==> config.mk <==
export PLATFORM = sky130hd
export DESIGN_NAME = aluExecute
export DESIGN_NICKNAME = d
export VERILOG_FILES = /design/src/hdl/backendPkg.sv /design/src/hdl/aluExecute.sv
export SDC_FILE = /design/constraint.sdc
export NUM_CORES = 2
export LEC_CHECK = 0
export ABC_AREA = 1
export BUFFER_PORTS_ARGS = -buffer_cell sky130_fd_sc_hd__buf_2
export CELL_PAD_IN_SITES_DETAIL_PLACEMENT = 1
export CELL_PAD_IN_SITES_GLOBAL_PLACEMENT = 2
export CORE_UTILIZATION = 42
export CTS_CLUSTER_DIAMETER = 100
export DETAILED_ROUTE_END_ITERATION = 16
export HOLD_SLACK_MARGIN = 0.06
export PLACE_DENSITY = 0.9
export SYNTH_ARGS = -nofsm -noshare
export SYNTH_HDL_FRONTEND = slang
export SYNTH_SLANG_ARGS = --single-unit
==> constraint.sdc <==
create_clock -name clk -period 10.9 [get_ports clk]
set_input_delay 2.18 -clock clk [delete_from_list [all_inputs] [get_ports clk]]
set_output_delay 2.18 -clock clk [all_outputs]
set_load 0.01 [all_outputs]
==> src/hdl/backendPkg.sv <==
package backendPkg;

    // ~~~~~~~~~~~~~~~~~~~~~~~~~~~~~~~~~~~~~~~~~~~~~~~~~~~~~~~~~~
    // widths
    // ~~~~~~~~~~~~~~~~~~~~~~~~~~~~~~~~~~~~~~~~~~~~~~~~~~~~~~~~~~
    localparam int XLEN   = 32;
    localparam int AREG_W = 5;

    // ~~~~~~~~~~~~~~~~~~~~~~~~~~~~~~~~~~~~~~~~~~~~~~~~~~~~~~~~~~
    // alu operations
    // ~~~~~~~~~~~~~~~~~~~~~~~~~~~~~~~~~~~~~~~~~~~~~~~~~~~~~~~~~~
    typedef enum logic [2:0] {
        ALU_ADD   = 3'd0,
        ALU_SUB   = 3'd1,
        ALU_AND   = 3'd2,
        ALU_OR    = 3'd3,
        ALU_XOR   = 3'd4,
        ALU_PASSB = 3'd5  // lui forwards operand b.
    } aluOp_e;

    // ~~~~~~~~~~~~~~~~~~~~~~~~~~~~~~~~~~~~~~~~~~~~~~~~~~~~~~~~~~
    // encoding fields
    // ~~~~~~~~~~~~~~~~~~~~~~~~~~~~~~~~~~~~~~~~~~~~~~~~~~~~~~~~~~
    localparam logic [6:0] OPC_RTYPE = 7'b0110011;
    localparam logic [6:0] OPC_ITYPE = 7'b0010011;
    localparam logic [6:0] OPC_LUI   = 7'b0110111;

    localparam logic [2:0] F3_ADD = 3'b000;  // also sub.
    localparam logic [2:0] F3_XOR = 3'b100;
    localparam logic [2:0] F3_OR  = 3'b110;
    localparam logic [2:0] F3_AND = 3'b111;

    localparam logic [6:0] F7_BASE = 7'b0000000;
    localparam logic [6:0] F7_ALT  = 7'b0100000;  // selects sub.

endpackage

==> src/hdl/aluExecute.sv <==
`timescale 1ns/1ps

module aluExecute import backendPkg::*; #(
    parameter int  PREG_NUM = 64,
    parameter int  ROB_SIZE = 16,
    localparam int TAG_W    = $clog2(PREG_NUM),
    localparam int IDX_W    = $clog2(ROB_SIZE)
) (
    input  logic             clk,
    input  logic             rst,
    input  logic             issValid,
    input  aluOp_e           issOp,
    input  logic [TAG_W-1:0] issPsrc1,
    input  logic [TAG_W-1:0] issPsrc2,
    input  logic [TAG_W-1:0] issPrd,
    input  logic             issWe,
    input  logic             issUseImm,
    input  logic [XLEN-1:0]  issImm,
    input  logic [IDX_W-1:0] issRobIdx,
    output logic             wbValid,
    output logic [IDX_W-1:0] wbRobIdx,
    output logic [XLEN-1:0]  wbData
);
    logic [XLEN-1:0] regFile [PREG_NUM];
    logic [XLEN-1:0] opA;
    logic [XLEN-1:0] opB;
    logic [XLEN-1:0] result;

    assign opA = regFile[issPsrc1];
    assign opB = issUseImm ? issImm : regFile[issPsrc2];

    always_comb begin
        case (issOp)
            ALU_ADD:   result = opA + opB;
            ALU_SUB:   result = opA - opB;
            ALU_AND:   result = opA & opB;
            ALU_OR:    result = opA | opB;
            ALU_XOR:   result = opA ^ opB;
            ALU_PASSB: result = opB;
            default:   result = '0;
        endcase
    end

    always_ff @(posedge clk) begin
        if (rst) begin
            wbValid <= 1'b0;
            for (int i = 0; i < PREG_NUM; i++) begin
                regFile[i] <= '0;  // architectural state starts at zero.
            end
        end else begin
            wbValid <= issValid;
            if (issValid && issWe && issPrd != '0) begin
                regFile[issPrd] <= result;
            end
        end
    end

    always_ff @(posedge clk) begin
        wbRobIdx <= issRobIdx;
        wbData   <= result;
    end

endmodule

==> flow_metrics.py <==
metrics = {
    "timing": {
        "hold_violations": 0,
        "finalCriticalPeriod_ns": 9.13,
        "setup_viol": 0,
        "finalCritPeriodShare_pct": 83.7,
        "worst-slew-pin-transition_ns": 1.22,
        "grt_setup_unrepaired": "false",
        "report.final.slew_viol_count": 0,
        "fin_setup_tns_ns": 0,
        "skew_ns": 0.0653,
        "timing.slew.headroom_pct": 18.1,
        "max_freq_mhz": 110,
    },
    "logic_synthesis": {
        "ys.flop_type": "edfxtp_1",
        "syn_area_sq_um": 118000,
        "postSynthAreaPerCell_sq_um": 8.04,
        "async_reset_ff_share_pct": 0,
        "yosysSeqAreaShare_pct": 52.6,
        "ys_seq_elements": 2085,
        "ys.warnings.count": 0,
        "postSynthCellCount": 14700,
        "synth_edf_count": 2048,
        "ys_types": 56,
    },
    "global_routing": {
        "grt_first_pass_wirelength_mm": 837,
        "grt_overflow": 0,
        "antenna_found_initial": 36,
        "grt_pass1_vias": 119000,
        "grt_max_degree": 164,
        "grt_use_total_pct": 40.5,
    },
    "die": {
        "die_area_sq_um": 284000,
        "die_h_microns": 533,
        "die_w_microns": 533,
        "io_pins": 99,
        "coreArea_sq_um": 280000,
        "rows": 194,
        "start_util_pct": 42.3,
    },
    "setup_path": {
        "cp_slowest_cell": "buf_4",
        "cp_max_fo": 67,
        "reg2reg_to": "regFile[56][26]",
        "endpoint_kind": "flip-flop",
        "path_class": "in2reg",
        "r2r-start": "regFile[49][9]",
        "crit_required_ns": 11.70,
        "crit_buf_inv": 6,
        "start_kind": "input port",
        "critPathMaxStageDelay_ns": 0.77,
        "r2r_slack_ns": 3.98,
        "critPathMostFrequentCell": "nand3_1",
        "cp_top_family": "simple AND/OR/NAND/NOR gates",
        "worstPathArrival_ns": 9.92,
        "r2r_cells": 28,
    },
    "place": {
        "port_buffers": 98,
        "post-place-cells": 17700,
        "place_hpwl_mm": 354,
        "place_congestion": 0.977,
    },
    "hold_path": {
        "min_to": "wbRobIdx[3]",
        "holdCritStartpoint": "issRobIdx[3]",
        "min_path_cells": 1,
        "hold_class": "in2reg",
    },
    "clock_network": {
        "clock_latency_ns": 0.97,
        "cts_resized": 0,
        "numCtsBuffers": 239,
        "hold_buffers": 0,
        "clk_pin_slew_ns": 0.06,
        "cts_setup_buffers": 0,
        "cts_sinks": 2085,
        "root_buffer": "clkbuf_16",
        "cts_tree": "yes",
        "cts_max_level": 4,
        "clock_path_buffers": 4,
    },
    "detailed_routing": {
        "vias": 118000,
        "drtIter0Drc": 17700,
        "antenna_left": 0,
        "avgRoutedWirePerCell_microns": 32.7,
        "wl_mm": 593,
        "drtPass1Iterations": 7,
        "avgViaCountPerCell": 6.52,
        "drc": 0,
    },
    "layout": {
        "drive_gt1_share_pct": 7.21,
        "final_cell_mix": "nand2_1 (3,256), nor2_1 (2,566), nand3_1 (2,086), edfxtp_1 (2,048), o21ai_0 (1,267)",
        "final_common_cell": "nand2_1",
        "area_growth_pct": 9.75,
        "stdcell_count": 18100,
        "fin_nets": 14400,
        "num-fill-cells": 33300,
    },
    "outcome": {
        "status": "completed",
    },
    "power_and_ir_drop": {
        "seq_power_share_pct": 43.9,
        "internal_power_uw": 14300,
        "vdd_ir_drop_max_mv": 0.152,
        "p_sw_uw": 6790,
        "power_density_nw_per_um2": 163,
        "p_leak_uw": 0.0534,
        "clockPowerShare_pct": 37.7,
        "p_comb_share_pct": 18.4,
        "swShare_pct": 32.2,
    },
    "job": {
        "max_cap_viol_count": 0,
    },
}
metrics by stage:
stage          total power, uW  hold slack (ns)  utilization (%)  setup slack (ns)  cell area (sq um)
2_1_floorplan            11400            0.977                -              3.79             118000
3_3_place_gp             13000             1.31             43.8              1.51             123000
3_5_place_dp             13100             1.30             43.8              1.24             123000
4_1_cts                  20900             1.29             46.4              2.24             130000
5_1_grt                  21500             1.32             46.4              1.53             130000
6_report                 21100             1.33             46.4              1.77             130000
kinds of logic after synthesis:
kind of cell,share of synthesized area (%)
AO/OA/AOI/OAI,10.2
XOR/XNOR,0.259
adder cells (fa/ha/maj),1.04
buffers and inverters,7.98
flip-flops,52.6
other,0.00317
AND/OR/NAND/NOR,27.9
state kept, by name, indices dropped and copies added, names as in the netlist:
| name | flops |
|---|---|
| regFile | 2048 |
| wbData | 32 |
| wbRobIdx | 4 |
| wbValid | 1 |
per-layer routing:
metal	GRT usage, %	routed length (microns)	vias to the layer above
met5	0	87	-
met4	29.1	47600	14
met3	9.29	72500	2124
met2	60.8	255000	8582
met1	51.5	218000	59200
li1	-	-	48300
how the worst max path moves through the flow:
stage                            from         endpoint  slack (ns)  depth (start not counted)
after global routing      issPsrc2[2]  regFile[26][28]        1.53                         31
after detailed placement  issPsrc2[1]  regFile[36][29]        1.24                         35
final                     issPsrc2[2]  regFile[56][26]        1.77                         29
after global placement    issPsrc2[1]  regFile[45][29]        1.51                         31
after floorplan           issPsrc1[0]   regFile[1][22]        3.79                         36
after CTS                 issPsrc2[1]  regFile[61][29]        2.24                         35
final cells by class:
| class | count | area (sq um) | area share (%) |
|---|---|---|---|
| Antenna cell | 13 | 32.5 | 0.0250 |
| Multi-Input combinational cell | 10400 | 47300 | 36.4 |
| Clock buffer | 323 | 6430 | 4.95 |
| Clock inverter | 114 | 896 | 0.690 |
| Timing Repair Buffer | 514 | 4490 | 3.46 |
| Inverter | 1016 | 3890 | 2.99 |
| Tap cell | 3724 | 4660 | 3.59 |
| Sequential cell | 2085 | 62200 | 47.9 |
power by group through the flow:
stage	combinational [uW]	sequential [uW]	clock [uW]
floorplan	2060	9380	0
global placement	3640	9400	0
detailed placement	3720	9430	0
CTS	3740	9260	7930
global route	4010	9290	8200
finish	3890	9270	7950
Yosys cell counts, types with 37 or more instances:
master | count | area share, %
a21oi_1 | 99 | 0.42
a21oi_2 | 59 | 0.44
buf_1 | 81 | 0.26
buf_2 | 320 | 1.4
clkbuf_1 | 848 | 2.7
dfxtp_1 | 37 | 0.63
edfxtp_1 | 2048 | 52
ha_1 | 97 | 1.0
inv_1 | 985 | 3.1
nand2_1 | 3321 | 11
nand3_1 | 2087 | 8.8
nor2_1 | 2577 | 8.2
o21ai_0 | 1267 | 5.4
o22ai_1 | 562 | 3.0
(Power assumes the default switching activity.)
