File: config.mk
export PLATFORM = sky130hd
export DESIGN_NAME = intIssueQueue
export DESIGN_NICKNAME = d
export VERILOG_FILES = /design/src/hdl/backendPkg.sv /design/src/hdl/intIssueQueue.sv
export SDC_FILE = /design/constraint.sdc
export NUM_CORES = 1
export LEC_CHECK = 0
export BUFFER_PORTS_ARGS = -buffer_cell sky130_fd_sc_hd__buf_4
export CAP_MARGIN = 40
export CORE_MARGIN = 2
export CORE_UTILIZATION = 50
export DETAILED_ROUTE_END_ITERATION = 8
export PLACE_DENSITY = 0.64
export RECOVER_POWER = 50
export SLEW_MARGIN = 20
export SYNTH_ARGS = -nofsm -noshare
export SYNTH_HDL_FRONTEND = slang
export SYNTH_SLANG_ARGS = --single-unit
File: constraint.sdc
create_clock -name clk -period 46.5 [get_ports clk]
set_clock_uncertainty 0.15 [all_clocks]
set_input_delay 2.325 -clock clk [delete_from_list [all_inputs] [get_ports clk]]
set_output_delay 2.325 -clock clk [all_outputs]
set_load 0.005 [all_outputs]
File: src/hdl/backendPkg.sv
package backendPkg;

    // ~~~~~~~~~~~~~~~~~~~~~~~~~~~~~~~~~~~~~~~~~~~~~~~~~~~~~~~~~~
    // widths
    // ~~~~~~~~~~~~~~~~~~~~~~~~~~~~~~~~~~~~~~~~~~~~~~~~~~~~~~~~~~
    localparam int XLEN   = 32;
    localparam int AREG_W = 5;

    // ~~~~~~~~~~~~~~~~~~~~~~~~~~~~~~~~~~~~~~~~~~~~~~~~~~~~~~~~~~
    // alu operations
    // ~~~~~~~~~~~~~~~~~~~~~~~~~~~~~~~~~~~~~~~~~~~~~~~~~~~~~~~~~~
    typedef enum logic [2:0] {
        ALU_ADD   = 3'd0,
        ALU_SUB   = 3'd1,
        ALU_AND   = 3'd2,
        ALU_OR    = 3'd3,
        ALU_XOR   = 3'd4,
        ALU_PASSB = 3'd5  // lui forwards operand b.
    } aluOp_e;

    // ~~~~~~~~~~~~~~~~~~~~~~~~~~~~~~~~~~~~~~~~~~~~~~~~~~~~~~~~~~
    // encoding fields
    // ~~~~~~~~~~~~~~~~~~~~~~~~~~~~~~~~~~~~~~~~~~~~~~~~~~~~~~~~~~
    localparam logic [6:0] OPC_RTYPE = 7'b0110011;
    localparam logic [6:0] OPC_ITYPE = 7'b0010011;
    localparam logic [6:0] OPC_LUI   = 7'b0110111;

    localparam logic [2:0] F3_ADD = 3'b000;  // also sub.
    localparam logic [2:0] F3_XOR = 3'b100;
    localparam logic [2:0] F3_OR  = 3'b110;
    localparam logic [2:0] F3_AND = 3'b111;

    localparam logic [6:0] F7_BASE = 7'b0000000;
    localparam logic [6:0] F7_ALT  = 7'b0100000;  // selects sub.

endpackage

File: src/hdl/intIssueQueue.sv
`timescale 1ns/1ps

module intIssueQueue import backendPkg::*; #(
    parameter int  IQ_SIZE  = 8,
    parameter int  PREG_NUM = 64,
    parameter int  ROB_SIZE = 16,
    localparam int TAG_W    = $clog2(PREG_NUM),
    localparam int IDX_W    = $clog2(ROB_SIZE)
) (
    input  logic             clk,
    input  logic             rst,
    input  logic             dispatch,
    input  aluOp_e           decOp,
    input  logic             decUseImm,
    input  logic [XLEN-1:0]  decImm,
    input  logic             decWe,
    input  logic [TAG_W-1:0] psrc1,
    input  logic [TAG_W-1:0] psrc2,
    input  logic [TAG_W-1:0] prd,
    input  logic             src1Ready,
    input  logic             src2Ready,
    input  logic [IDX_W-1:0] robIdx,
    output logic             full,
    output logic             wakeValid,
    output logic [TAG_W-1:0] wakeTag,
    output logic             issValid,
    output aluOp_e           issOp,
    output logic [TAG_W-1:0] issPsrc1,
    output logic [TAG_W-1:0] issPsrc2,
    output logic [TAG_W-1:0] issPrd,
    output logic             issWe,
    output logic             issUseImm,
    output logic [XLEN-1:0]  issImm,
    output logic [IDX_W-1:0] issRobIdx
);
    localparam int SLOT_W = $clog2(IQ_SIZE);
    localparam int SEQ_W  = 8;  // wider than the in-flight window.

    logic [IQ_SIZE-1:0] slotValid;
    aluOp_e             slotOp     [IQ_SIZE];
    logic               slotUseImm [IQ_SIZE];
    logic [XLEN-1:0]    slotImm    [IQ_SIZE];
    logic               slotWe     [IQ_SIZE];
    logic [TAG_W-1:0]   slotPsrc1  [IQ_SIZE];
    logic [TAG_W-1:0]   slotPsrc2  [IQ_SIZE];
    logic [TAG_W-1:0]   slotPrd    [IQ_SIZE];
    logic               slotRdy1   [IQ_SIZE];
    logic               slotRdy2   [IQ_SIZE];
    logic [IDX_W-1:0]   slotRobIdx [IQ_SIZE];
    logic [SEQ_W-1:0]   slotSeq    [IQ_SIZE];
    logic [SEQ_W-1:0]   seqNext;
    logic               selFound;
    logic [SLOT_W-1:0]  selIdx;
    logic [SLOT_W-1:0]  freeIdx;

    assign full = &slotValid;

    // ~~~~~~~~~~~~~~~~~~~~~~~~~~~~~~~~~~~~~~~~~~~~~~~~~~~~~~~~~~
    // oldest-ready select and free slot search
    // ~~~~~~~~~~~~~~~~~~~~~~~~~~~~~~~~~~~~~~~~~~~~~~~~~~~~~~~~~~
    always_comb begin
        logic [SEQ_W-1:0] ageDiff;
        selFound = 1'b0;
        selIdx   = '0;
        for (int i = 0; i < IQ_SIZE; i++) begin
            ageDiff = slotSeq[i] - slotSeq[selIdx];
            if (slotValid[i] && slotRdy1[i] && slotRdy2[i] && (!selFound || ageDiff[SEQ_W-1])) begin
                selFound = 1'b1;
                selIdx   = SLOT_W'(i);
            end
        end
    end

    always_comb begin
        freeIdx = '0;
        for (int i = IQ_SIZE - 1; i >= 0; i--) begin
            if (!slotValid[i]) begin
                freeIdx = SLOT_W'(i);  // lowest free slot wins.
            end
        end
    end

    always_ff @(posedge clk) begin
        if (rst) begin
            slotValid <= '0;
            seqNext   <= '0;
            issValid  <= 1'b0;
            wakeValid <= 1'b0;
        end else begin
            issValid  <= selFound;
            wakeValid <= selFound && slotWe[selIdx];  // only writers broadcast.
            if (selFound) begin
                slotValid[selIdx] <= 1'b0;
            end
            if (dispatch) begin
                slotValid[freeIdx] <= 1'b1;
                seqNext            <= seqNext + 1'b1;
            end
        end
    end

    always_ff @(posedge clk) begin
        for (int i = 0; i < IQ_SIZE; i++) begin
            if (wakeValid && slotPsrc1[i] == wakeTag) slotRdy1[i] <= 1'b1;
            if (wakeValid && slotPsrc2[i] == wakeTag) slotRdy2[i] <= 1'b1;
        end
        if (dispatch) begin
            slotOp[freeIdx]     <= decOp;
            slotUseImm[freeIdx] <= decUseImm;
            slotImm[freeIdx]    <= decImm;
            slotWe[freeIdx]     <= decWe;
            slotPsrc1[freeIdx]  <= psrc1;
            slotPsrc2[freeIdx]  <= psrc2;
            slotPrd[freeIdx]    <= prd;
            slotRdy1[freeIdx]   <= src1Ready;
            slotRdy2[freeIdx]   <= src2Ready;
            slotRobIdx[freeIdx] <= robIdx;
            slotSeq[freeIdx]    <= seqNext;
        end
        wakeTag   <= slotPrd[selIdx];
        issOp     <= slotOp[selIdx];
        issPsrc1  <= slotPsrc1[selIdx];
        issPsrc2  <= slotPsrc2[selIdx];
        issPrd    <= slotPrd[selIdx];
        issWe     <= slotWe[selIdx];
        issUseImm <= slotUseImm[selIdx];
        issImm    <= slotImm[selIdx];
        issRobIdx <= slotRobIdx[selIdx];
    end

endmodule

==> metrics.md <==
| Metric | Value |
|---|---|
| CP Capture Type | `register` |
| Area Overhead vs Synth | `13.6%` |
| Core Area | `0.0536 mm2` |
| #FFs+latches synth | `629` |
| Pre-CTS WS | `24.95 ns` |
| DR vias/cell | `6.02` |
| Area contributors post-synth | `edfxtp_1 60%, dfxtp_1 6.9%, mux2i_1 6.6%` |
| Final Power | `1.25 mW` |
| Asr flop ratio synth | `0%` |
| Peak VDD IR | `0.0000342 V` |
| Worst Slack Setup Final | `25.00 ns` |
| DR iter-0 viols | `1542` |
| First-pass GRT wire length | `101000 um` |
| CP max stage cell | `a2111oi_0` |
| Mapped Area | `0.0270 mm2` |
| Min cycle time layout | `21.50 ns` |
| Final Max Tran Viols | `56` |
| Initial Util | `50.4%` |
| Vias in the first global route | `16800` |
| Crit-path leading delay family | `compound AO/OA/AOI/OAI gates` |
| Unique cell type count in the Yosys netlist | `80` |
| Share of cells above drive strength 1 | `12.4%` |
| Largest stage delay, worst path | `0.73 ns` |
| Tcrit/Tclk final | `46.2%` |
| Sequential element share of the synthesized area | `66.5%` |
| Fin util | `57.2%` |
| Failing checks | `max-capacitance violations, max-slew violations` |
| Critical path fanouts, max | `68` |
| Tightest Pin Transition | `2.19 ns` |
| DP HPWL | `41400 um` |
| Pin count of the biggest net entering global routing | `136` |
| Remaining antenna violation count | `0` |
| Hold WC Path Type | `register to register` |
| Post-synth EDFFs | `536` |
| Final hold viol count | `0` |
| Nets | `2197` |
| Fin Setup TNS | `0 ns` |
| Buf+Inv Stages, Crit Path | `7` |
| Crit path launch type | `register` |
| Root Buffer | `clkbuf_16` |
| Most used cell, CP | `ha_1` |
| Post-CTS setup buffer count | `0` |
| DR vias | `17100` |
| Storage cell area | `0.0180 mm2` |
| Post-CTS Resized | `0` |
| # rows | `85` |
| Fill cell count | `4361` |
| Buffers added on ports | `131` |
| Largest area contributor in the netlist | `edfxtp_1` |
| Max H-tree Level | `3` |
| Commonest non-fill, non-tap cell in the layout | `edfxtp_1` |
| Synth Flop Type | `edfxtp_1` |
| # setup viols final | `0` |
| CTS Buffer Depth | `3` |
| Initial antenna violation count | `4` |
| Commonest non-fill, non-tap cells in the layout | `536 x edfxtp_1, 177 x mux2i_1, 121 x a21oi_1, 102 x buf_4, 95 x nor3_1` |
| Die Width | `236 um` |
| Post-synth top area share | `59.6%` |
| Total clock sinks | `629` |
| Critical Path AT | `21.84 ns` |
| Die height | `236 um` |
| Crit Path Class | `register to register` |
| Crit path required time | `46.84 ns` |
| TritonRoute pass-1 iters | `6` |
| Area of the die | `0.0559 mm2` |
| Post-synth net total | `2067` |
| CTS tree | `built` |
| Hold-fix buffers, CTS | `0` |
| Status | `complete, but fails checks` |
| Fmax | `46.5 MHz` |
| RSZ-0062 raised after global routing | `false` |
| Top-level port count | `132` |
| Leakage | `11.6 nW` |
| Multi-input gate area | `0.00834 mm2` |
| Power Density | `40.6 mW/mm2` |
| Synth Area per Inst | `13.8 um2` |
| Clk_lat worst skew | `0.61 ns` |
| Synthesis Warnings | `0` |
| Global-route usage over all layers | `23.9%` |
| Worst-case hold slack | `0.316 ns` |
| Rel. slew slack | `-46.3%` |
| Max-cap violations | `2` |
| DR WL/cell | `23.7 um` |
| WL final | `67200 um` |
| GRT overflow | `0` |
| Clk slew on worst S/H paths | `0.06 ns` |
| Gp weighted congestion | `0.894` |
| Num CTS Buffers | `66` |
| Drt drc | `0` |
| Syn Inst Count | `1960` |
through the flow:
stage,cells,cell area (um2)
after floorplan,1960,27000
after global placement,2707,28700
after detailed placement,2716,28900
after CTS,2837,30900
after global routing,2840,30700
final,2841,30700
power breakdown:
| group | total, mW | switching, mW | internal (mW) | leakage [nW] |
|---|---|---|---|---|
| Combinational | 0.110 | 0.0645 | 0.0456 | 4.89 |
| Sequential | 0.641 | 0.0105 | 0.631 | 5.70 |
| Clock | 0.494 | 0.212 | 0.283 | 0.983 |
kinds of logic after synthesis:
family	Yosys count	synth area share, %
AO/OA/AOI/OAI	406	10.2
XOR/XNOR	111	3.66
adder cells (fa/ha/maj)	43	1.99
buffers and inverters	184	2.78
flip-flops	629	66.5
multiplexers	207	7.82
AND/OR/NAND/NOR	380	7.05
worst reg2reg max path, delay by kind of cell, from the launching register on:
family | cells | cell delay, ns
AOI/OAI and AO/OA | 37 | 9.08
and+or+nand+nor | 25 | 5.38
buffers and inverters | 7 | 2.27
adders and majority gates | 7 | 2.08
muxes | 4 | 1.48
xor gates and xnor gates | 3 | 0.50
DFF | 1 | 0.42
final cells by class:
type | instances | share of cell area (%)
Clock inverter | 18 | 0.400
Sequential cell | 629 | 58.5
Multi-Input combinational cell | 1147 | 27.2
Timing Repair Buffer | 173 | 3.93
Clock buffer | 103 | 6.20
Inverter | 73 | 0.910
Tap cell | 696 | 2.84
Antenna cell | 2 | 0.0163
worst paths after layout:
path	from	endpoint	slack [ns]	cells past startpoint
worst min register to register	slotImm[7][2]	issImm[2]	0.32	1
worst max register to register	slotSeq[0][2]	issImm[3]	25.00	83
worst min-delay path	slotImm[7][2]	issImm[2]	0.32	1
worst max-delay path	slotSeq[0][2]	issImm[3]	25.00	83
sequential cells by signal, indices dropped and copies added (netlist names), 24 cells and up:
signal,cells
slotRobIdx,32
slotSeq,64
issImm,32
slotPsrc2,48
slotPrd,48
slotOp,24
slotImm,256
slotPsrc1,48
cell usage after synthesis (5+ instances only):
| master | number |
|---|---|
| nand3_1 | 32 |
| o221ai_1 | 9 |
| mux2i_1 | 177 |
| nor3_1 | 96 |
| inv_1 | 73 |
| and3_1 | 17 |
| dfxtp_1 | 93 |
| a21oi_1 | 121 |
| clkbuf_1 | 68 |
| nand2_1 | 85 |
| a22oi_1 | 14 |
| nand2b_1 | 12 |
| edfxtp_1 | 536 |
| a2111oi_0 | 44 |
| a211o_1 | 12 |
| or3_1 | 9 |
| xor2_1 | 53 |
| o21ai_1 | 5 |
| nand4_1 | 28 |
| a31oi_1 | 11 |
| nor2_1 | 53 |
| ha_1 | 43 |
| a32oi_1 | 15 |
| buf_2 | 24 |
| nor4_1 | 20 |
| buf_1 | 11 |
| mux2_2 | 28 |
| o21ai_0 | 56 |
| a221oi_1 | 5 |
| o22ai_1 | 45 |
| buf_4 | 8 |
| nor2b_1 | 5 |
| xnor2_1 | 56 |
| a211oi_1 | 15 |
| a21o_1 | 10 |
metal layers:
| metal | global-route usage (%) | up-vias | wire, um |
|---|---|---|---|
| met5 | 1.56 | - | 98 |
| met1 | 33.5 | 8550 | 29500 |
| met4 | 6.90 | 8 | 1240 |
| met3 | 4.42 | 98 | 4730 |
| met2 | 38.1 | 603 | 31700 |
| li1 | - | 7836 | - |
Power figures use the tool's default switching activity.
