<file path="config.mk">
export PLATFORM = sky130hd
export DESIGN_NAME = decode
export DESIGN_NICKNAME = d
export VERILOG_FILES = /design/src/hdl/backendPkg.sv /design/src/hdl/decode.sv
export SDC_FILE = /design/constraint.sdc
export NUM_CORES = 1
export LEC_CHECK = 0
export BUFFER_PORTS_ARGS = -buffer_cell sky130_fd_sc_hd__buf_2
export CORE_MARGIN = 10
export CORE_UTILIZATION = 50
export DETAILED_ROUTE_END_ITERATION = 6
export GPL_TIMING_DRIVEN = 0
export PLACE_DENSITY = 0.83
export SLEW_MARGIN = 10
export SYNTH_ARGS = -nofsm -noshare
export SYNTH_HDL_FRONTEND = slang
export SYNTH_SLANG_ARGS = --single-unit
</file>
<file path="constraint.sdc">
create_clock -name clk -period 3.1 [get_ports clk]
set_input_delay 0.465 -clock clk [delete_from_list [all_inputs] [get_ports clk]]
set_output_delay 0.465 -clock clk [all_outputs]
set_load 0.005 [all_outputs]
</file>
<file path="src/hdl/backendPkg.sv">
package backendPkg;

    // ~~~~~~~~~~~~~~~~~~~~~~~~~~~~~~~~~~~~~~~~~~~~~~~~~~~~~~~~~~
    // widths
    // ~~~~~~~~~~~~~~~~~~~~~~~~~~~~~~~~~~~~~~~~~~~~~~~~~~~~~~~~~~
    localparam int XLEN   = 32;
    localparam int AREG_W = 5;

    // ~~~~~~~~~~~~~~~~~~~~~~~~~~~~~~~~~~~~~~~~~~~~~~~~~~~~~~~~~~
    // alu operations
    // ~~~~~~~~~~~~~~~~~~~~~~~~~~~~~~~~~~~~~~~~~~~~~~~~~~~~~~~~~~
    typedef enum logic [2:0] {
        ALU_ADD   = 3'd0,
        ALU_SUB   = 3'd1,
        ALU_AND   = 3'd2,
        ALU_OR    = 3'd3,
        ALU_XOR   = 3'd4,
        ALU_PASSB = 3'd5  // lui forwards operand b.
    } aluOp_e;

    // ~~~~~~~~~~~~~~~~~~~~~~~~~~~~~~~~~~~~~~~~~~~~~~~~~~~~~~~~~~
    // encoding fields
    // ~~~~~~~~~~~~~~~~~~~~~~~~~~~~~~~~~~~~~~~~~~~~~~~~~~~~~~~~~~
    localparam logic [6:0] OPC_RTYPE = 7'b0110011;
    localparam logic [6:0] OPC_ITYPE = 7'b0010011;
    localparam logic [6:0] OPC_LUI   = 7'b0110111;

    localparam logic [2:0] F3_ADD = 3'b000;  // also sub.
    localparam logic [2:0] F3_XOR = 3'b100;
    localparam logic [2:0] F3_OR  = 3'b110;
    localparam logic [2:0] F3_AND = 3'b111;

    localparam logic [6:0] F7_BASE = 7'b0000000;
    localparam logic [6:0] F7_ALT  = 7'b0100000;  // selects sub.

endpackage

</file>
<file path="src/hdl/decode.sv">
`timescale 1ns/1ps

module decode import backendPkg::*; (
    input  logic              clk,
    input  logic              rst,
    input  logic              instValid,
    input  logic [31:0]       inst,
    input  logic              stall,
    output logic              decValid,
    output aluOp_e            decOp,
    output logic [AREG_W-1:0] decRs1,
    output logic [AREG_W-1:0] decRs2,
    output logic [AREG_W-1:0] decRd,
    output logic              decWe,
    output logic              decUseImm,
    output logic [XLEN-1:0]   decImm
);
    logic [6:0]      opcode;
    logic [2:0]      funct3;
    logic [6:0]      funct7;
    aluOp_e          op;
    logic            known;
    logic            useImm;
    logic [XLEN-1:0] imm;

    assign opcode = inst[6:0];
    assign funct3 = inst[14:12];
    assign funct7 = inst[31:25];

    always_comb begin
        op     = ALU_ADD;
        known  = 1'b0;
        useImm = 1'b0;
        imm    = {{20{inst[31]}}, inst[31:20]};
        case (opcode)
            OPC_RTYPE: begin
                known = (funct7 == F7_BASE) || (funct3 == F3_ADD && funct7 == F7_ALT);
                case (funct3)
                    F3_ADD:  op = (funct7 == F7_ALT) ? ALU_SUB : ALU_ADD;
                    F3_AND:  op = ALU_AND;
                    F3_OR:   op = ALU_OR;
                    F3_XOR:  op = ALU_XOR;
                    default: known = 1'b0;
                endcase
            end
            OPC_ITYPE: begin
                useImm = 1'b1;
                known  = 1'b1;
                case (funct3)
                    F3_ADD:  op = ALU_ADD;
                    F3_AND:  op = ALU_AND;
                    F3_OR:   op = ALU_OR;
                    F3_XOR:  op = ALU_XOR;
                    default: known = 1'b0;
                endcase
            end
            OPC_LUI: begin
                known  = 1'b1;
                useImm = 1'b1;
                op     = ALU_PASSB;
                imm    = {inst[31:12], 12'b0};
            end
            default: known = 1'b0;  // retires without writing.
        endcase
    end

    always_ff @(posedge clk) begin
        if (rst) begin
            decValid <= 1'b0;
        end else if (!stall) begin
            decValid <= instValid;
        end
    end

    always_ff @(posedge clk) begin
        if (!stall) begin
            decOp     <= op;
            decRs1    <= (known && opcode != OPC_LUI) ? inst[19:15] : '0;
            decRs2    <= (known && opcode == OPC_RTYPE) ? inst[24:20] : '0;
            decRd     <= inst[11:7];
            decWe     <= known && (inst[11:7] != '0);
            decUseImm <= useImm;
            decImm    <= imm;
        end
    end

endmodule

</file>
==> out/metrics.cfg, run 1 <==
[run_status]
status=finished, final reports clean

[clock_network]
clock_latency_ns=0.31
cts.sinks=53
cts-resized-gates=0
cts_setup_buffers=0
clkTransAtPathRegs_ns=0.10
cts_inserted_buffers=5
holdBufCountCts=0
cts_tree=done
clock-root-buffer=clkbuf_8
clock_path_buffers=2
htree_levels=2

[place]
dp_hpwl_um=3812
pre_cts_ws_ns=1.061
gp_congestion=0.7650
port_buffers=88
numPlacedInstances=269

[timing]
finalCriticalPeriod_ns=1.722
setup_viol_count_final=0
rsz0062_at_grt=no
worstMarginPinSlew_ns=0.5664
hold_viol=0
post-route-period-util_pct=55.54
tns_ns=0
skew_ns=0
fin_ws_ns=1.378
final_max_slew_viol_count=0
max_freq_ghz=0.5808
relSlewSlack_pct=61.89

[setup_path]
r2r_end=decValid
startpoint_type=input pin
reg2reg_setup_slack_ns=2.51
crit_path_max_fanout=5
setup.worst_path.end=decRs1[1]
cp.depth=5
critPathTopFamily=simple AND/OR/NAND/NOR gates
critPathLaunch=inst[31]
crit_required_ns=3.28
cp_cell_sequence=buf_2 > nor4_1 > nand3_1 > a211oi_2 > and2_1
crit_type=input pin to flip-flop
endpoint_kind=flip-flop
critPathMaxStageDelay_ns=0.53
ff2ff_path_depth=2
rr_startpoint=decValid
crit_path_top_delay_cell=nor4_1
critPathBufInv=1
worstPathArrival_ns=1.91

[pwr]
powerDensity_mw_per_mm2=510.9
p_clk_share_pct=28.5
p_switching_mw=0.3187
switching_share_pct=22.90
internal_power_mw=1.073
p_leak_nw=1.206
pwr-share-comb_pct=10.2
seqPwrFrac_pct=61.3
ir_drop_mv=0.3735

[grt]
grt_pass1_vias=1524
grtUsageTotal_pct=13.23
grt-ovfl-total=0
grt_max_degree=32
grt_pass1_wl_um=7583
antenna_found_initial=0

[finish]
fin_cells=277
drive_gt1_share_pct=46.70
n_antenna_cell=0
final_nets=262
area_growth_pct=29.35

[die]
start_util_pct=52.27
num_rows=23
die_w_um=84.90
dieArea_mm2=0.007207
pin_count=89
fp.dieH_um=84.90
core_mm2=0.004029

[logic_synthesis]
yosysUniqueCellTypes=28
yosysWarningCount=0
synthesis.area_mm2=0.002106
synth_ff_type=edfxtp_1
ys_seq_area_share_pct=75.10
syn-num-nets=166
syn_area_per_cell_um2=16.20
ys_ff_latch=53
synth_edf_count=52
async_flop_share_pct=0
netlist_instances=130

[routing]
num_vias=1415
route.detailed.drc=0
ant_nets=0
wl_per_cell_um=17.34
viasPerCell=5.108
wl_um=4804
first_pass_iters=4
drtIter0Drc=107

[worst_hold_path]
hold_path_class=input pin to flip-flop

[job]
maxCapViolations=0

power by group through the flow:
stage               Sequential, mW  Combinational (mW)  Clock (mW)
floorplan                    0.879              0.0384           0
CTS                          0.854               0.146       0.410
finish                       0.853               0.142       0.397
global placement             0.869               0.138           0
detailed placement           0.870               0.145           0
global route                 0.858               0.158       0.437
worst min path at each step:
stage / startpoint / to / slack, ns / cells past startpoint
final: rst / decValid / 0.30 / 2
after global routing: rst / decValid / 0.29 / 2
after CTS: rst / decValid / 0.29 / 2
after detailed placement: decValid / decValid / 0.49 / 2
after global placement: decValid / decValid / 0.48 / 2
after floorplan: decValid / decValid / 0.49 / 2
cells in the mapped netlist (2+ instances only):
| master | number | area share (%) |
|---|---|---|
| nand4_1 | 2 | 0.59 |
| nand2_1 | 3 | 0.53 |
| and2_1 | 10 | 3.0 |
| buf_2 | 4 | 0.95 |
| nor2_1 | 4 | 0.71 |
| clkbuf_1 | 2 | 0.36 |
| a21o_1 | 19 | 6.8 |
| nor3_1 | 3 | 0.71 |
| or2_1 | 2 | 0.59 |
| edfxtp_1 | 52 | 74 |
| nor2b_1 | 12 | 3.6 |
placed cells by master (no fill, tap or decap), types with 2 or more instances in the layout:
cell type,instances
nand2_1,3
buf_2,92
nor2b_1,12
nor3_1,3
or2_1,2
clkbuf_1,2
clkbuf_8,5
a21o_1,19
nor2_1,4
and2_1,10
nand4_1,2
edfxtp_1,52
clkinvlp_4,2
through the flow:
step / utilization (%) / power [mW] / area (um2) / hold WS, ns
after global routing: 67.61 / 1.453 / 2724 / 0.2885
after global placement: 64.75 / 1.007 / 2609 / 0.4764
after detailed placement: 65.25 / 1.015 / 2629 / 0.4921
final: 67.61 / 1.392 / 2724 / 0.3028
after floorplan: - / 0.9174 / 2106 / 0.4884
after CTS: 67.61 / 1.409 / 2724 / 0.2871
cell families (layout without fill, tap and decap cells):
family	Yosys count	count (layout)	share of synthesized area, %
buffers and inverters	7	104	1.485
flip-flops	53	53	75.10
multiplexers	1	1	0.4754
AO/OA/AOI/OAI	24	24	8.854
AND/OR/NAND/NOR	44	44	13.67
XOR/XNOR	1	1	0.4160
layout make-up:
cell class / count / area [um2]
inverter: 1 / 3.754
buffer: 6 / 27.53
clock buffer: 5 / 68.82
fill: 314 / 1305
clock inverter: 3 / 26.28
multi-input combinational: 70 / 493.0
timing repair buffer: 89 / 460.4
tap: 50 / 62.56
sequential: 53 / 1582
layer usage:
layer	global-route usage (%)	part of all wire [%]
met2	20.80	46
met5	0	0
met3	8.509	14
met4	3.892	1.6
met1	14.45	38
flip-flops by register name, summed over array words and instances (netlist names):
| signal | cells |
|---|---|
| decImm | 32 |
| decOp | 3 |
| decRd | 5 |
| decRs1 | 5 |
| decRs2 | 5 |
| decUseImm | 1 |
| decValid | 1 |
| decWe | 1 |
Note: power is estimated with default switching activity, not from simulation.
==> run 2: changes to the inputs <==
- CORE_UTILIZATION: 50 -> 47
- PLACE_DENSITY: 0.83 -> 0.79
- clock period: 3.1 -> 1.67 ns (I/O delays scaled with it)
==> run 2 against run 1 <==
Compared with the run above: utilization down 5.1 points; wire length increased by 0.44%; power increased by 83%; largest cell class unchanged; clock power rose by 77%.
==> out/metrics.cfg, run 2 (synthesis results as in run 1) <==
[setup_path]
critPathTopFamily=simple AND/OR/NAND/NOR gates  ; unchanged
crit_path_max_fanout=10  ; was 5
rr_startpoint=decValid  ; unchanged
cp_cell_sequence=buf_2 > nand4b_4 > nor3_2 > nor2b_1 > clkbuf_1 > a21o_1  ; was buf_2 > nor4_1 > nand3_1 > a211oi_2 > and2_1
endpoint_kind=flip-flop  ; unchanged
reg2reg_setup_slack_ns=1.09  ; was 2.51 ns
worstPathArrival_ns=1.51  ; was 1.91 ns
crit_type=input pin to flip-flop  ; unchanged
crit_path_top_delay_cell=nor3_2  ; was nor4_1
startpoint_type=input pin  ; unchanged
critPathMaxStageDelay_ns=0.41  ; was 0.53 ns
ff2ff_path_depth=2  ; unchanged
critPathLaunch=inst[6]  ; was inst[31]
cp.depth=6  ; was 5
crit_required_ns=1.73  ; was 3.28 ns
critPathBufInv=2  ; was 1

[place]
numPlacedInstances=271  ; was 269
dp_hpwl_um=3725  ; was 3812 um
pre_cts_ws_ns=-0.1531  ; was 1.061 ns
port_buffers=88  ; unchanged
gp_congestion=0.8108  ; was 0.7650

[timing]
relSlewSlack_pct=66.82  ; was 61.89%
holdWs_ns=0.09025  ; was 0.3028 ns
worstMarginPinSlew_ns=0.4978  ; was 0.5664 ns
final_max_slew_viol_count=0  ; unchanged
finalCriticalPeriod_ns=1.449
rsz0062_at_grt=no  ; unchanged
hold_viol=0  ; unchanged
skew_ns=0  ; unchanged
max_freq_ghz=0.6901
fin_ws_ns=0.2209  ; was 1.378 ns
post-route-period-util_pct=86.77
tns_ns=0  ; unchanged
setup_viol_count_final=0  ; unchanged

[routing]
viasPerCell=5.022  ; was 5.108
first_pass_iters=4  ; unchanged
wl_per_cell_um=17.29  ; was 17.34 um
drtIter0Drc=91  ; was 107
ant_nets=0  ; unchanged
num_vias=1401  ; was 1415
route.detailed.drc=0  ; unchanged
wl_um=4825  ; was 4804 um

[die]
fp.dieH_um=86.94  ; was 84.90 um
pin_count=89  ; unchanged
num_rows=24  ; was 23
start_util_pct=48.36  ; was 52.27%
dieArea_mm2=0.007558  ; was 0.007207 mm2
core_mm2=0.004354  ; was 0.004029 mm2
die_w_um=86.94  ; was 84.90 um

[worst_hold_path]
hold_path_class=input pin to flip-flop  ; unchanged
min_from=rst  ; unchanged
holdPathStages=2  ; unchanged

[clock_network]
cts_setup_buffers=0  ; unchanged
clock-root-buffer=clkbuf_8  ; unchanged
clock_latency_ns=0.30  ; was 0.31 ns
cts_tree=done  ; unchanged
cts_inserted_buffers=5  ; unchanged
htree_levels=2  ; unchanged
clock_path_buffers=2  ; unchanged
cts.sinks=53  ; unchanged
clkTransAtPathRegs_ns=0.09  ; was 0.10 ns

[pwr]
p_leak_nw=1.210  ; was 1.206 nW
ir_drop_mv=0.5760  ; was 0.3735 mV
powerDensity_mw_per_mm2=936.0  ; was 510.9 mW/mm2

[finish]
n_antenna_cell=0  ; unchanged
final_nets=262  ; unchanged
largest_register_ffs=32  ; unchanged
post-route-util_pct=62.56  ; was 67.61%
area_growth_pct=29.35  ; unchanged
fin_cells=279  ; was 277
drive_gt1_share_pct=46.70  ; unchanged
mostFrequentLayoutCells=buf_2 (92), edfxtp_1 (52), a21o_1 (19), nor2b_1 (12), and2_1 (10)  ; unchanged
max_flop_register=decImm  ; unchanged
mostFrequentLayoutCell=buf_2  ; unchanged

[grt]
grt_pass1_vias=1432  ; was 1524
grt_pass1_wl_um=7596  ; was 7583 um
grt-ovfl-total=0  ; unchanged
grtUsageTotal_pct=12.89  ; was 13.23%
grt_max_degree=39  ; was 32
antenna_found_initial=0  ; unchanged

[job]
maxCapViolations=0  ; unchanged

[run_status]
status=finished, final reports clean  ; unchanged

-- run 2: changes by cell type in the layout (fill, tap and decap cells not counted) --
cell        delta
clkinvlp_4     -2
clkinv_1       +1
nor4_1         -1
clkinv_4       +1
inv_8          -1
nor4_2         +1
clkinv_2       +1
-- run 2: per-stage QoR --
step	power, mW	area, um2
finish	2.550	2724
global route	2.664	2724
CTS	2.581	2718
detailed placement	1.885	2631
global placement	1.872	2611
floorplan	1.703	2106
-- run 2: final cells by class --
cell class	count	area, um2
tap	52	65.06
fill	354	1630
inverter	1	3.754
timing repair buffer	89	460.4
clock buffer	5	68.82
multi-input combinational	70	499.2
clock inverter	3	17.52
sequential	53	1582
buffer	6	27.53
-- run 2: metal layers --
metal	GRT usage (%)	vias up	routed length [um]
met1	14.92	652	1768
li1	-	679	-
met3	6.273	6	613
met4	4.418	0	66
met2	20.32	64	2378
met5	0	-	0
-- run 2: final timing paths --
path / to
setup / recovery: decImm[17]
setup reg to reg: decValid
hold reg to reg: decValid
hold / removal: decValid
-- run 2: worst register-to-register path: stages, from the launching register on --
cell and delay, ns:
dfxtp_1 0.32, mux2i_1 0.12, nor2_1 0.05
-- run 2: repair_timing --
| item | CTS | global route |
|---|---|---|
| gates resized for setup | 0 | 1 |
| setup endpoints to repair | 0 | 5 |
| hold buffers | 0 | 0 |
-- run 2: power by group --
| part | internal, mW | total (mW) | switching, mW |
|---|---|---|---|
| clock | 0.291 | 0.701 | 0.411 |
| combinational | 0.126 | 0.265 | 0.139 |
| sequential | 1.56 | 1.58 | 0.0221 |
